<file path="src/verilog/nnLayer_params.svh">
`ifndef NN_LAYER_PARAMS_SVH
`define NN_LAYER_PARAMS_SVH

// layer geometry.
`define NN_INPUTS 15
`define NN_NEURONS 4
`define NN_DATA_W 8

// bus widths.
`define NN_ADDR_W 12
`define NN_AXI_DATA_W 32

`define NN_CTRL_ADDR 12'h040 // bit 0 starts a run.
`define NN_STATUS_ADDR 12'h044 // bit 0 busy, bit 1 done.

// word arrays, 4 bytes apart.
`define NN_ACT_BASE 12'h000
`define NN_RESULT_BASE 12'h080
`define NN_WEIGHT_BASE 12'h100 // 64 bytes per neuron, slot 15 is the bias.

`endif

</file>
<file path="src/verilog/nnLayerPkg.sv">
`include "nnLayer_params.svh"

package nnLayerPkg;

	// one activation byte.
	typedef logic signed [`NN_DATA_W-1:0] activationT;

	// one weight or bias byte.
	typedef logic signed [`NN_DATA_W-1:0] weightT;

	// full input vector of a neuron.
	typedef activationT actVecT [`NN_INPUTS];

	typedef weightT weightVecT [`NN_INPUTS];

	// relu output, never negative.
	typedef logic [`NN_DATA_W-1:0] resultT;

	// byte address on the register port.
	typedef logic [`NN_ADDR_W-1:0] regAddrT;

endpackage

</file>
<file path="src/verilog/neuronNode.sv">
`include "nnLayer_params.svh"

module neuronNode
	import nnLayerPkg::*;
(
	input  logic clk,
	input  logic reset,
	input  logic validIn,
	input  actVecT activations,
	input  weightVecT weights,
	input  weightT bias,
	output logic validOut,
	output resultT result
);
	actVecT actReg;
	logic validAct;
	logic validSum;
	activationT sumNext;
	activationT sumReg;

	// each product cut to its low byte, then everything wraps mod 256.
	always_comb
	begin
		sumNext = bias;
		for (int i = 0; i < `NN_INPUTS; i++)
			sumNext = sumNext + activationT'(actReg[i] * weights[i]);
	end

	always_ff @(posedge clk)
	begin
		if (reset)
		begin
			validAct <= 1'b0;
			validSum <= 1'b0;
			validOut <= 1'b0;
		end
		else
		begin
			validAct <= validIn;
			validSum <= validAct;
			validOut <= validSum;
		end
	end

	always_ff @(posedge clk)
	begin
		actReg <= activations; // stage 1.
		sumReg <= sumNext; // stage 2.
		result <= sumReg[`NN_DATA_W-1] ? '0 : resultT'(sumReg); // relu.
	end

endmodule

</file>
<file path="config.mk">
export PLATFORM = sky130hd
export DESIGN_NAME = neuronNode
export DESIGN_NICKNAME = d
export VERILOG_FILES = /design/src/verilog/nnLayerPkg.sv /design/src/verilog/neuronNode.sv
export VERILOG_INCLUDE_DIRS = /design/src /design/src/verilog
export SDC_FILE = /design/constraint.sdc
export NUM_CORES = 1
export LEC_CHECK = 0
export ABC_CLOCK_PERIOD_IN_PS = 7800
export BUFFER_PORTS_ARGS = -buffer_cell sky130_fd_sc_hd__buf_2
export CAP_MARGIN = 15
export CORE_ASPECT_RATIO = 0.8
export CORE_MARGIN = 2
export CORE_UTILIZATION = 54
export DETAILED_ROUTE_END_ITERATION = 10
export PLACE_DENSITY = 0.79
export SYNTH_ARGS = -nofsm -noshare
export SYNTH_HDL_FRONTEND = slang
export SYNTH_SLANG_ARGS = --single-unit
</file>
<file path="constraint.sdc">
create_clock -name clk -period 7.8 [get_ports clk]
set_input_delay 0.78 -clock clk [delete_from_list [all_inputs] [get_ports clk]]
set_output_delay 0.78 -clock clk [all_outputs]
set_load 0.03 [all_outputs]
</file>
==> flow_metrics.tcl <==
set metrics [dict create \
    status "complete, but fails checks" \
    violations "negative setup slack" \
    synth_largest_area_cell "fa_1" \
    drv_slew 0 \
    skew_ps 14.2 \
    layout_min_cycle_time_ps 7930 \
    yosys.area_share.simple_pct 15.0 \
    setup_ws_ps -127 \
    antenna_found_initial 1 \
    drv_cap 0 \
    hold-worst-slack_ps 410 \
    top_level_ports 260 \
    fill_cells 2734 \
    drc_errors 0 \
    numCtsBuffers 17 \
    ant_nets 0 \
    syn_area_per_cell_um2 9.59 \
    synth_compound_area_share_pct 0.136 \
    syn_nets 2716 \
    grt_pass1_wl_um 82700 \
    synth_area_leaders "fa_1 (32%), ha_1 (16%), dfxtp_1 (15%), xnor2_1 (10%), inv_1 (8.9%)" \
    htreeDepth 4 \
    synth-xor-area-share_pct 12.3 \
    hold_buffers 0 \
    clkTransAtPathRegs_ps 70 \
    final_nets 3144 \
    finalHoldViolations 0 \
    arrival_ps 8280 \
    synth_top_area_share_pct 32.2 \
    dp_hpwl_um 47100 \
    multiInputGateArea_um2 14100 \
    worst_path_max_delay_cell "fa_1" \
    dpl.cell_count 2769 \
    vias 13700 \
    num_antenna_cells 0 \
    syn_to_final_growth_pct 19.7 \
    routed_wl_um 52800 \
    cts.path.max_buffers 2 \
    cp_max_fo 4 \
    crit_path_frequent_cell "fa_1" \
    via_per_inst 4.89 \
    worstSkewPairLatency_ps 460 \
    syn_inst 1926 \
    slew_headroom_pct 59.9 \
    ys_seq_area_share_pct 15.0 \
    ys_types 15 \
    num_rows 60 \
    grt_remaining_overflow 0 \
    grt_max_degree 17 \
    final_common_cell "inv_1" \
    hold_class "primary input to flip-flop" \
    cp.required_ps 8150 \
    tns_ps -127 \
    worst_pin_slew_ps 598 \
    final_util_pct 65.7 \
    port_buffers 258 \
    finalSetupViolations 1 \
    period_share_pct 102 \
    drive_gt1_share_pct 18.9 \
    drt_first_pass_iters 5 \
    ys_ff_latch 138 \
    wl_per_cell_um 18.8 \
    final-seq-area_um2 2770 \
    drt_iter0_markers 842 \
    synthAdderAreaFrac_pct 48.6 \
    synth_top_family_by_area "adder cells" \
    core_area_um2 33600 \
    die-area_um2 35700 \
    synthMuxAreaShare_pct 0 \
    cts_tree "built" \
    die-width_um 211 \
    yosysWarningCount 0 \
    cts_root_buf "clkbuf_16" \
    rsz0062_at_grt "true" \
    final_cell_mix "inv_1 (436), fa_1 (295), nand2_1 (264)" \
    start_kind "primary input" \
    cts_sinks 138 \
    place_congestion 0.989 \
    die_y_um 169 \
    netlist_area_um2 18500 \
    max_stage_delay_ps 550 \
    layout.cells.non_filler 2801 \
    start_util_pct 54.9 \
    grt_pass1_vias 15100 \
    grt_use_total_pct 31.5 \
    critical_path_class "primary input to flip-flop" \
    max_freq_mhz 126 \
    end_kind "flip-flop" \
]
-- synthesized netlist by cell type (all sizes together) --
cell / instances
conb: 1
nor2b: 14
nand2b: 11
inv: 436
a21oi: 2
xnor2: 218
xnor3: 2
nand2: 265
buf: 1
a21o: 2
ha: 242
fa: 297
dfxtp: 138
xor2: 37
and2: 260
-- final timing paths --
kind,startpoint,endpoint,slack (ps),cells past startpoint
max,weights[48],sumReg[7]$_DFF_P_,-130,28
min,activations[91],actReg[91]$_DFF_P_,410,1
max reg2reg,actReg[19]$_DFF_P_,sumReg[7]$_DFF_P_,-80,28
min reg2reg,validAct$_SDFF_PP0_,validSum$_SDFF_PP0_,430,1
-- layer usage --
metal | GRT usage (%) | vias to the layer above | wire length (um) | part of all wire, %
met1 | 44.2 | 6644 | 23900 | 45
met5 | 0 | - | 0 | 0
met4 | 12.1 | 0 | 2040 | 3.9
met3 | 8.53 | 101 | 4670 | 8.8
met2 | 46.4 | 492 | 22100 | 42
li1 | - | 6465 | - | -
-- critical path, delay by kind of cell --
family        cells  cell delay, ps
xor+xnor          8            1540
fa+ha+maj        11            5240
simple gates      1             150
buf+inv           8             550
-- cell families (layout without fill, tap and decap cells) --
group / after synthesis / count (layout)
and+or+nand+nor: 550 / 550
adders and majority gates: 539 / 539
buffers and inverters: 437 / 878
xor gates and xnor gates: 257 / 257
DFF: 138 / 138
AOI/OAI and AO/OA: 4 / 4
other: 1 / 1
-- flip-flops by register name, summed over array words and instances, names as in the netlist --
register / cells
validSum: 1
result: 7
validAct: 1
actReg: 120
validOut: 1
sumReg: 8
-- through the flow --
stage,cell area (um2),setup WS [ps]
2_1_floorplan,18500,-166
3_3_place_gp,21400,-508
3_5_place_dp,21400,-583
4_1_cts,22100,-81.2
5_1_grt,22100,-418
6_report,22100,-127
-- cell type report --
type,instances,area share [%]
clock inverter,13,0.980
sequential,138,12.5
multi-input combinational,1351,63.7
clock buffer,19,1.96
tap,434,2.46
timing repair buffer,410,11.0
inverter,436,7.41
-- timing repair --
| item | in CTS | in global routing |
|---|---|---|
| endpoints found under the setup margin | 1 | 1 |
| pin swaps | 7 | 2 |
| cloned | 0 | 0 |
| resized for setup | 4 | 0 |
| setup buffers | 0 | 0 |
Power is left out: the tool's default activity adds up to more than one toggle a clock period on the data nets, which glitch-free logic cannot reach.
