--- src/verilog/nnLayer_params.svh ---
`ifndef NN_LAYER_PARAMS_SVH
`define NN_LAYER_PARAMS_SVH

// layer geometry.
`define NN_INPUTS 15
`define NN_NEURONS 4
`define NN_DATA_W 8

// bus widths.
`define NN_ADDR_W 12
`define NN_AXI_DATA_W 32

`define NN_CTRL_ADDR 12'h040 // bit 0 starts a run.
`define NN_STATUS_ADDR 12'h044 // bit 0 busy, bit 1 done.

// word arrays, 4 bytes apart.
`define NN_ACT_BASE 12'h000
`define NN_RESULT_BASE 12'h080
`define NN_WEIGHT_BASE 12'h100 // 64 bytes per neuron, slot 15 is the bias.

`endif

--- src/verilog/nnLayerPkg.sv ---
`include "nnLayer_params.svh"

package nnLayerPkg;

	// one activation byte.
	typedef logic signed [`NN_DATA_W-1:0] activationT;

	// one weight or bias byte.
	typedef logic signed [`NN_DATA_W-1:0] weightT;

	// full input vector of a neuron.
	typedef activationT actVecT [`NN_INPUTS];

	typedef weightT weightVecT [`NN_INPUTS];

	// relu output, never negative.
	typedef logic [`NN_DATA_W-1:0] resultT;

	// byte address on the register port.
	typedef logic [`NN_ADDR_W-1:0] regAddrT;

endpackage

--- src/verilog/weightBank.sv ---
`include "nnLayer_params.svh"

module weightBank
	import nnLayerPkg::*;
(
	input  logic clk,
	input  logic reset,
	input  logic wrEn,
	input  logic [$clog2(`NN_NEURONS)-1:0] wrNeuron,
	input  logic [$clog2(`NN_INPUTS+1)-1:0] wrIndex,
	input  weightT wrData,
	input  logic [$clog2(`NN_NEURONS)-1:0] rdNeuron,
	input  logic [$clog2(`NN_INPUTS+1)-1:0] rdIndex,
	output weightT rdData,
	output weightVecT weights [`NN_NEURONS],
	output weightT biases [`NN_NEURONS]
);
	localparam int SLOTS = `NN_INPUTS + 1;

	// weights in slots 0..14, bias in the last slot.
	weightT bank [`NN_NEURONS][SLOTS];

	always_ff @(posedge clk)
	begin
		if (reset)
			bank <= '{default: '0};
		else if (wrEn)
			bank[wrNeuron][wrIndex] <= wrData;
	end

	assign rdData = bank[rdNeuron][rdIndex]; // bus read-back.

	always_comb
	begin
		for (int n = 0; n < `NN_NEURONS; n++)
		begin
			for (int i = 0; i < `NN_INPUTS; i++)
				weights[n][i] = bank[n][i];
			biases[n] = bank[n][`NN_INPUTS];
		end
	end

endmodule
--- config.mk ---
export PLATFORM = sky130hd
export DESIGN_NAME = weightBank
export DESIGN_NICKNAME = d
export VERILOG_FILES = /design/src/verilog/nnLayerPkg.sv /design/src/verilog/weightBank.sv
export VERILOG_INCLUDE_DIRS = /design/src /design/src/verilog
export SDC_FILE = /design/constraint.sdc
export NUM_CORES = 1
export LEC_CHECK = 0
export CAP_MARGIN = 5
export CORE_MARGIN = 2
export CORE_UTILIZATION = 46
export CTS_CLUSTER_DIAMETER = 200
export DETAILED_ROUTE_END_ITERATION = 6
export DONT_BUFFER_PORTS = 1
export MAX_ROUTING_LAYER = met4
export SETUP_SLACK_MARGIN = 0.1
export SLEW_MARGIN = 20
export SYNTH_ARGS = -nofsm -noshare
export SYNTH_HDL_FRONTEND = slang
export SYNTH_SLANG_ARGS = --single-unit
--- constraint.sdc ---
create_clock -name clk -period 2.4 [get_ports clk]
set_input_delay 0.36 -clock clk [delete_from_list [all_inputs] [get_ports clk]]
set_output_delay 0.36 -clock clk [all_outputs]
set_load 0.01 [all_outputs]
==> results.txt, run 1 <==
- Beginning of the worst register-to-register path: weights[245]
- Final HPWL DP: 59800 um
- Tmin final: 2850 ps
- The worst setup path is of the reg2out kind.
- The area growth from synthesis to layout is 35.4%.
- Headroom to the max-slew limit came out at about 29%.
- The clock drives slightly above 500 sinks.
* Worst min path class: in2reg
- Mean area per synthesized cell: ~9.1 um2
- The flow ran to the end, but the final reports show violations.
* Most instantiated flip-flop cell in the synthesis netlist: sky130_fd_sc_hd__dfxtp_1
- Number of antenna violations at the first check in global routing: 2
* Highest net fanout along the worst path: 3
- After detailed routing, the average wire length per cell comes to 27.4 um.
* Fraction of the yosys area taken by sequential cells: a little under half
* Max H-tree Level: 2
- The critical path goes through mux4_2 > mux2_4 > a21oi_2 > o21ai_1 > a22o_1 > buf_6.
* CP delay by family, top: multiplexers
* Worst path setup slack after routing: -448 ps
- From left edge to right edge, the die measures between 200 and 250 um.
* Clock-pin slew on the worst setup and hold paths: ~60 ps
- Netlist Area Pre-Place: 0.0227 mm2
- The commonest cells after synthesis are 512 x sky130_fd_sc_hd__dfxtp_1, 401 x sky130_fd_sc_hd__nand2_1, 368 x sky130_fd_sc_hd__a21oi_1, 353 x sky130_fd_sc_hd__nand3_1, 182 x sky130_fd_sc_hd__nor2_1.
* Number of slew-limit violations in the final report: 0
- Leading area contributor after synthesis: sky130_fd_sc_hd__dfxtp_1
- Unrepaired setup endpoints after global routing: true
* Sort of element at the end of the critical path: output port
* Via count of the first global-routing pass: between 20000 and 25000
- Arrival time at the worst endpoint: approximately 2500 ps
- STA puts the critical path data required time at slightly above 2000 ps.
* Fmax achieved: ~0.35 GHz
* Final Wtd Congestion: approximately 0.9
- Yosys printed 0 warnings.
* Leading cell types by total area after synthesis: sky130_fd_sc_hd__dfxtp_1 45%, sky130_fd_sc_hd__mux4_2 12%, sky130_fd_sc_hd__a21oi_1 8.1%
* Clock root buffer: sky130_fd_sc_hd__clkbuf_16
- Pre-CTS setup slack: between 80 and 90 ps
- In this run the count of I/O pins placed on the die edge is ~540.
- The share of synthesized area in the top cell type comes to a little under half.
* Leak pwr: roughly 0.012 uW
- Net Count, Synth: between 2000 and 3000
* Synthesized instance count: between 2000 and 2500
* Placement Rows: slightly above 80
* Port Buffer Count: 0
* Instance count along the most critical hold path: 3
- By instance count, the leading cell after synthesis is sky130_fd_sc_hd__dfxtp_1.
- For this run, the total global-route usage over all layers was measured as between 30% and 40%.
* Die span in y: 226 um
- Setup total negative slack on the finished layout was measured at -2420 ps.
- 1st-iter DRT viols: ~2600
- Clock skew on the completed layout was measured at 0 ps.
* Bufs and invs on worst path: 1
- The number of clock buffers added by TritonCTS is between 50 and 60.
* Max-cap violations: 0
- Clock tree from TritonCTS: built
- The first global-routing pass estimated ~140000 um of wire.
- The worst hold path begins at wrIndex[3].
- The die covers 0.0512 mm2.
- In the routed layout, each cell is associated on average with a via count of about 6.2.
- After filler insertion, the fill cell instance count of the layout stands at around 4000.
- In this run, synthesis produced a sequential element count of between 500 and 600.
- Worst-case reg-to-reg path depth: 3
- Total via count after detailed routing: around 22000
- The setup check on the worst reg-to-reg path leaves a slack of about 950 ps.
- Worst hold slack across all endpoints: 16.1 ps
- Library cells used by synthesis: 37
* Total iterations of the first detailed-routing run: 7
* Power density over cell area: 618 mW/mm2
* Net count of the finished layout: 2919
- Capturing point of the worst reg2reg path: weights[245]
* Gr ovfl total: 0
* Clock latency at the later pin of the worst-skew pair: a little over 600 ps
- IR drop worst, VDD: 540 uV
- The worst path uses 119% of the clock period.
- Share of synthesized flip-flops with an asynchronous set or reset: 0%
- Cell at the slowest stage of the critical path: sky130_fd_sc_hd__mux4_2
* Post-Route WL: 98600 um
* Number of routed nets with antenna violations: 0
- In this design, the stage delay of the slowest critical-path cell is 560 ps.
- In the final layout, the share of cells above drive strength 1 is 18.6%.
* Total power: about 19000 uW
- Violations in the final reports: negative setup slack
- Count of endpoints failing hold in the final timing report: 0
- Counting flops with a built-in enable in the synthesized netlist gives 0.
- Worst Hold End: weights[467]
- The clock passes through at most 3 buffers.
- For the pin with the worst max-slew slack, the measured transition is roughly 1100 ps.
* Pin count of the biggest net entering global routing: between 400 and 500
- For this run, design rule violations remaining after detail routing come to 0.
* Critical Path Source Type: flop
- In this run the standard cell core region covers 0.0488 mm2.
- Starting utilization of the core area: 46.5%
- Final setup viols: 8
[tightest hold or removal path, cell delays in order]
cell,delay (ps)
sky130_fd_sc_hd__nor3_4,60
sky130_fd_sc_hd__nand3_1,90
sky130_fd_sc_hd__a21oi_1,60
[per-stage QoR]
step / utilization (%) / std cells / instance area (um2)
final: 63.0 / 3603 / 30800
after global routing: 63.0 / 3603 / 30800
after CTS: 62.7 / 3599 / 30600
after detailed placement: 49.1 / 3084 / 24000
after global placement: 49.1 / 3084 / 24000
after floorplan: - / 2490 / 22700
[power by group]
group / total (uW) / switching [uW] / leakage, uW / internal [uW]
clock: 9470 / 3680 / 0.000961 / 5790
sequential: 8570 / 51.9 / 0.00415 / 8520
combinational: 979 / 595 / 0.00641 / 384
[sequential cells by signal, summed over array words and instances (netlist names)]
| register | cells |
|---|---|
| weights | 480 |
| biases | 32 |
[worst max-delay path by stage]
stage	slack, ps	endpoint	depth (start not counted)	startpoint
after CTS	-410	rdData[6]	6	weights[22]
after floorplan	150	rdData[2]	6	rdNeuron[1]
final	-450	rdData[6]	6	weights[22]
after detailed placement	80	rdData[7]	5	rdIndex[0]
after global routing	-500	rdData[6]	6	weights[22]
after global placement	60	rdData[7]	5	rdIndex[0]
[metal layers]
layer  wire, um  share of wire (%)  track usage (%)  up-vias
li1           -                  -                -     9619
met2      44100                 45             57.5     1462
met5          0                  0                -        -
met4       6020                6.1             19.3        0
met1      35300                 36             44.4    11000
met3      13100                 13             15.3      368
[cells in the final DEF (no fill, tap or decap), drive strengths merged, types with 2 or more instances in the layout]
cell type and n:
nand2 401, or3b 2, o22ai 16, a21oi 368, dfxtp 512, buf 185
nand2b 6, mux2i 176, dlygate4sd3 409, nor3 6, o21ai 16, a22o 8
or2 5, diode 2, nor2 202, nand3b 2, clkinvlp 5, clkbuf 79
clkinv 3, a211oi 8, o221ai 8, nor2b 8, o32ai 8, mux4 128
mux2 8, bufinv 10, nand3 353
[cells by family after synthesis]
family,synth area share [%]
AND/OR/NAND/NOR,19.4
multiplexers,21.0
AO/OA/AOI/OAI,10.1
flip-flops,45.1
buffers and inverters,4.46
[layout make-up]
| type | instances | area [um2] | area share, % |
|---|---|---|---|
| Antenna cell | 2 | 5.00 | 0.0163 |
| Clock buffer | 79 | 1640 | 5.32 |
| Clock inverter | 18 | 357 | 1.16 |
| Multi-Input combinational cell | 1734 | 11900 | 38.6 |
| Sequential cell | 512 | 10300 | 33.6 |
| Tap cell | 664 | 831 | 2.70 |
| Timing Repair Buffer | 594 | 5730 | 18.6 |
[timing repair]
action	CTS	global route
gates resized for setup	107	44
hold buffers	418	0
hold endpoints to repair	512	0
setup endpoints to repair	8	21
buffers inserted	0	2
pin swaps	19	19
Power figures use the tool's default switching activity.
==> run 2, diff against run 1 <==
--- a/config.mk
+++ b/config.mk
@@ -7,8 +7,7 @@
 export NUM_CORES = 1
 export LEC_CHECK = 0
 export CAP_MARGIN = 5
-export CORE_MARGIN = 2
-export CORE_UTILIZATION = 46
+export CORE_UTILIZATION = 50
 export CTS_CLUSTER_DIAMETER = 200
 export DETAILED_ROUTE_END_ITERATION = 6
 export DONT_BUFFER_PORTS = 1
==> constraint.sdc (replaced) <==
create_clock -name clk -period 3.5 [get_ports clk]
set_input_delay 0.525 -clock clk [delete_from_list [all_inputs] [get_ports clk]]
set_output_delay 0.525 -clock clk [all_outputs]
set_load 0.01 [all_outputs]
==> run 2 against run 1 <==
- the run ends with max-slew violations left
- sequential power down 31%
- die area fell by 9.6%
- via count is 13% lower
- combinational power down 59%
- count of clock-buffer cells in the layout grew 10
- clock power shrank 37%
- global-route usage down 0.77 points
- first-iteration DRC count is 6.3% lower
- clock skew is the same
- cell count decreased by 18%
- critical path depth is 1 lower
- critical endpoint is now rdData[2]
- largest cell class unchanged
- largest power group unchanged
==> results.txt, run 2 (synthesis gave the netlist of run 1 again) <==
- Run status: finished with violations
- Violations in the final reports: max-slew violations
* Number of routed nets with antenna violations: 0
- The number of hold violations in the final report was 0.
- The congestion estimate from routability-driven global placement came to about 0.93.
- The number of hold buffers added after CTS was 2.
- After clock tree synthesis, the setup repair step added 0 buffers.
* CP delay by family, top: compound AO/OA/AOI/OAI gates
* Clock-pin slew on the worst setup and hold paths: ~60 ps
* Area delta synth->final: 8.41%
* Gr ovfl total: 0
- Storage cell area: 0.0102 mm2
* Bufs and invs on worst path: 0
- In the global route stage, met2 resource usage came out at 56.7%.
- The layout has 3983 filler cells.
- Area of the multi-input gates: 0.0116 mm2
* Leak pwr: about 0.0077 uW
* Placement Rows: 77
- Total iterations of the first detailed-routing run: 5
* Detail-routed net length per standard cell: 29.3 um
- Sum of negative setup slack: 0 ps
- Highest net fanout along the worst path: 3
- STA puts the critical path data required time at between 2000 and 3000 ps.
- GR Util met1: a little under half
- Total via count after detailed routing: a little under 20000
- Pin count of the biggest net entering global routing: 500
- Final worst path period share: between 90% and 100%
- Worst min path class: in2reg
* Worst hold slack across all endpoints: around 70 ps
- The count of buffers added on input and output ports is 0.
* Sort of element at the end of the critical path: output port
- At the later pin of the worst-skew pair, clock insertion delay measures about 600 ps.
* Overall die width: roughly 220 um
* Via count of the first global-routing pass: roughly 18000
- Once the floorplan was initialized, standard cells occupied between 50% and 60% of the core.
- The detailed router finished its first iteration with 2464 violations.
- The layer flagged by global routing as most heavily used is met2.
- Net count of the finished layout: about 2400
* Slowest cell delay on critical path: 550 ps
* Top-level I/O count: 543
- IR drop worst, VDD: around 370 uV
- After detailed routing, the number of remaining DRC violations is 0.
- After legalization and detailed placement, the total HPWL measured 56700 um.
- The register with the most flip-flops in the layout has 480 of them.
- Die span in y: 215 um
* Std-Cell Core Area: between 0.04 and 0.05 mm2
* Number of diodes added for antenna fixing: 0
- After detailed routing, the number of vias per cell comes to roughly 6.6.
* Fmax achieved: ~0.31 GHz
* Worst Skew: 0 ps
* Post-Route WL: a little under 90000 um
* Power density over cell area: slightly below 500 mW/mm2
* Arrival time at the worst endpoint: between 2000 and 3000 ps
- Gates resized, CTS repair: 0
- Unrepaired setup endpoints after global routing: false
- The worst path needs about 3200 ps of the cycle, external delays included.
* Layout cells sized above 1: between 10% and 20%
* Cell-by-cell trace of the critical path: mux4_2 > nor2b_1 > a211oi_1 > nor2_1 > a22o_1
- The final-report max-slew violation count is between 200 and 250.
- The longest clock path from root to sink contains 3 buffers.
- Most common library cell in the layout ignoring fill and taps: sky130_fd_sc_hd__dfxtp_1
* Max H-tree Level: 2
* Clock root buffer: sky130_fd_sc_hd__clkbuf_16
- Total clock buffers created by CTS: between 50 and 60
* WS Path Type: reg2out
* Num Clock Sinks: slightly above 500
- Global routing usage summed across all routing layers: a little under two fifths
- Commonest cells after routing, fill and taps aside: 512 x sky130_fd_sc_hd__dfxtp_1, 401 x sky130_fd_sc_hd__nand2_1, 368 x sky130_fd_sc_hd__a21oi_1
- The initial antenna violation count came to 0.
* Grt met3 use: ~14%
* Worst-Margin Slew: 1770 ps
* Worst-case headroom to the max-slew limit: -17.9%
* Die Footprint: ~0.046 mm2
- The first global-routing pass estimated between 100000 and 150000 um of wire.
- The worst setup path is launched from a flop.
- Setup violations remaining at the end of the flow were counted as 0.
- Cell at the slowest stage of the critical path: sky130_fd_sc_hd__a211oi_1
- Max-cap violations: 0
- TritonCTS built the clock tree.
[run 2: cell types whose count changed in the layout (fill, tap and decap cells not counted), sizes merged]
| cell | delta |
|---|---|
| dlygate4sd3 | -407 |
| buf | -155 |
| clkbuf | +10 |
| bufinv | -9 |
| clkinv | +5 |
| clkinvlp | -4 |
| diode | -2 |
[run 2: power breakdown]
group | leakage (uW) | switching (uW) | total (uW) | internal, uW
sequential | 0.00412 | 42.9 | 5890 | 5850
combinational | 0.00263 | 242 | 404 | 162
clock | 0.000912 | 2440 | 5920 | 3480
total | 0.00766 | 2730 | 12200 | 9490
[run 2: worst paths after layout]
check                           cells after the start          from            to  slack (ps)
worst max-delay path                                5    biases[10]     rdData[2]         260
worst min-delay path                                1         reset   weights[86]          70
worst max register to register                      2   weights[38]   weights[38]        2560
worst min register to register                      2  weights[354]  weights[354]         520
[run 2: cell type report]
type,instances,area share [%]
clock buffers,89,7.13
repair buffers,32,1.10
multi-input cells,1734,46.9
flip-flops and latches,512,41.6
clock inverters,10,0.330
well taps,592,3.00
[run 2: per-layer routing]
layer	up-vias	routed length, um
met5	-	0
met4	0	3380
met3	201	11000
met2	1182	40200
met1	9665	32400
li1	8499	-
[run 2: stage by stage]
step / instances / cell area (um2) / worst slack [ps] / total power, uW / util, %
final: 2969 / 24700 / 257 / 12200 / 55.4
after global routing: 2969 / 24700 / 295 / 12500 / 55.4
after CTS: 2969 / 24700 / 296 / 12200 / 55.4
after detailed placement: 2868 / 22800 / 588 / 6420 / 51.2
after global placement: 2868 / 22800 / 667 / 6410 / 51.2
after floorplan: 2490 / 22700 / 924 / 6530 / -
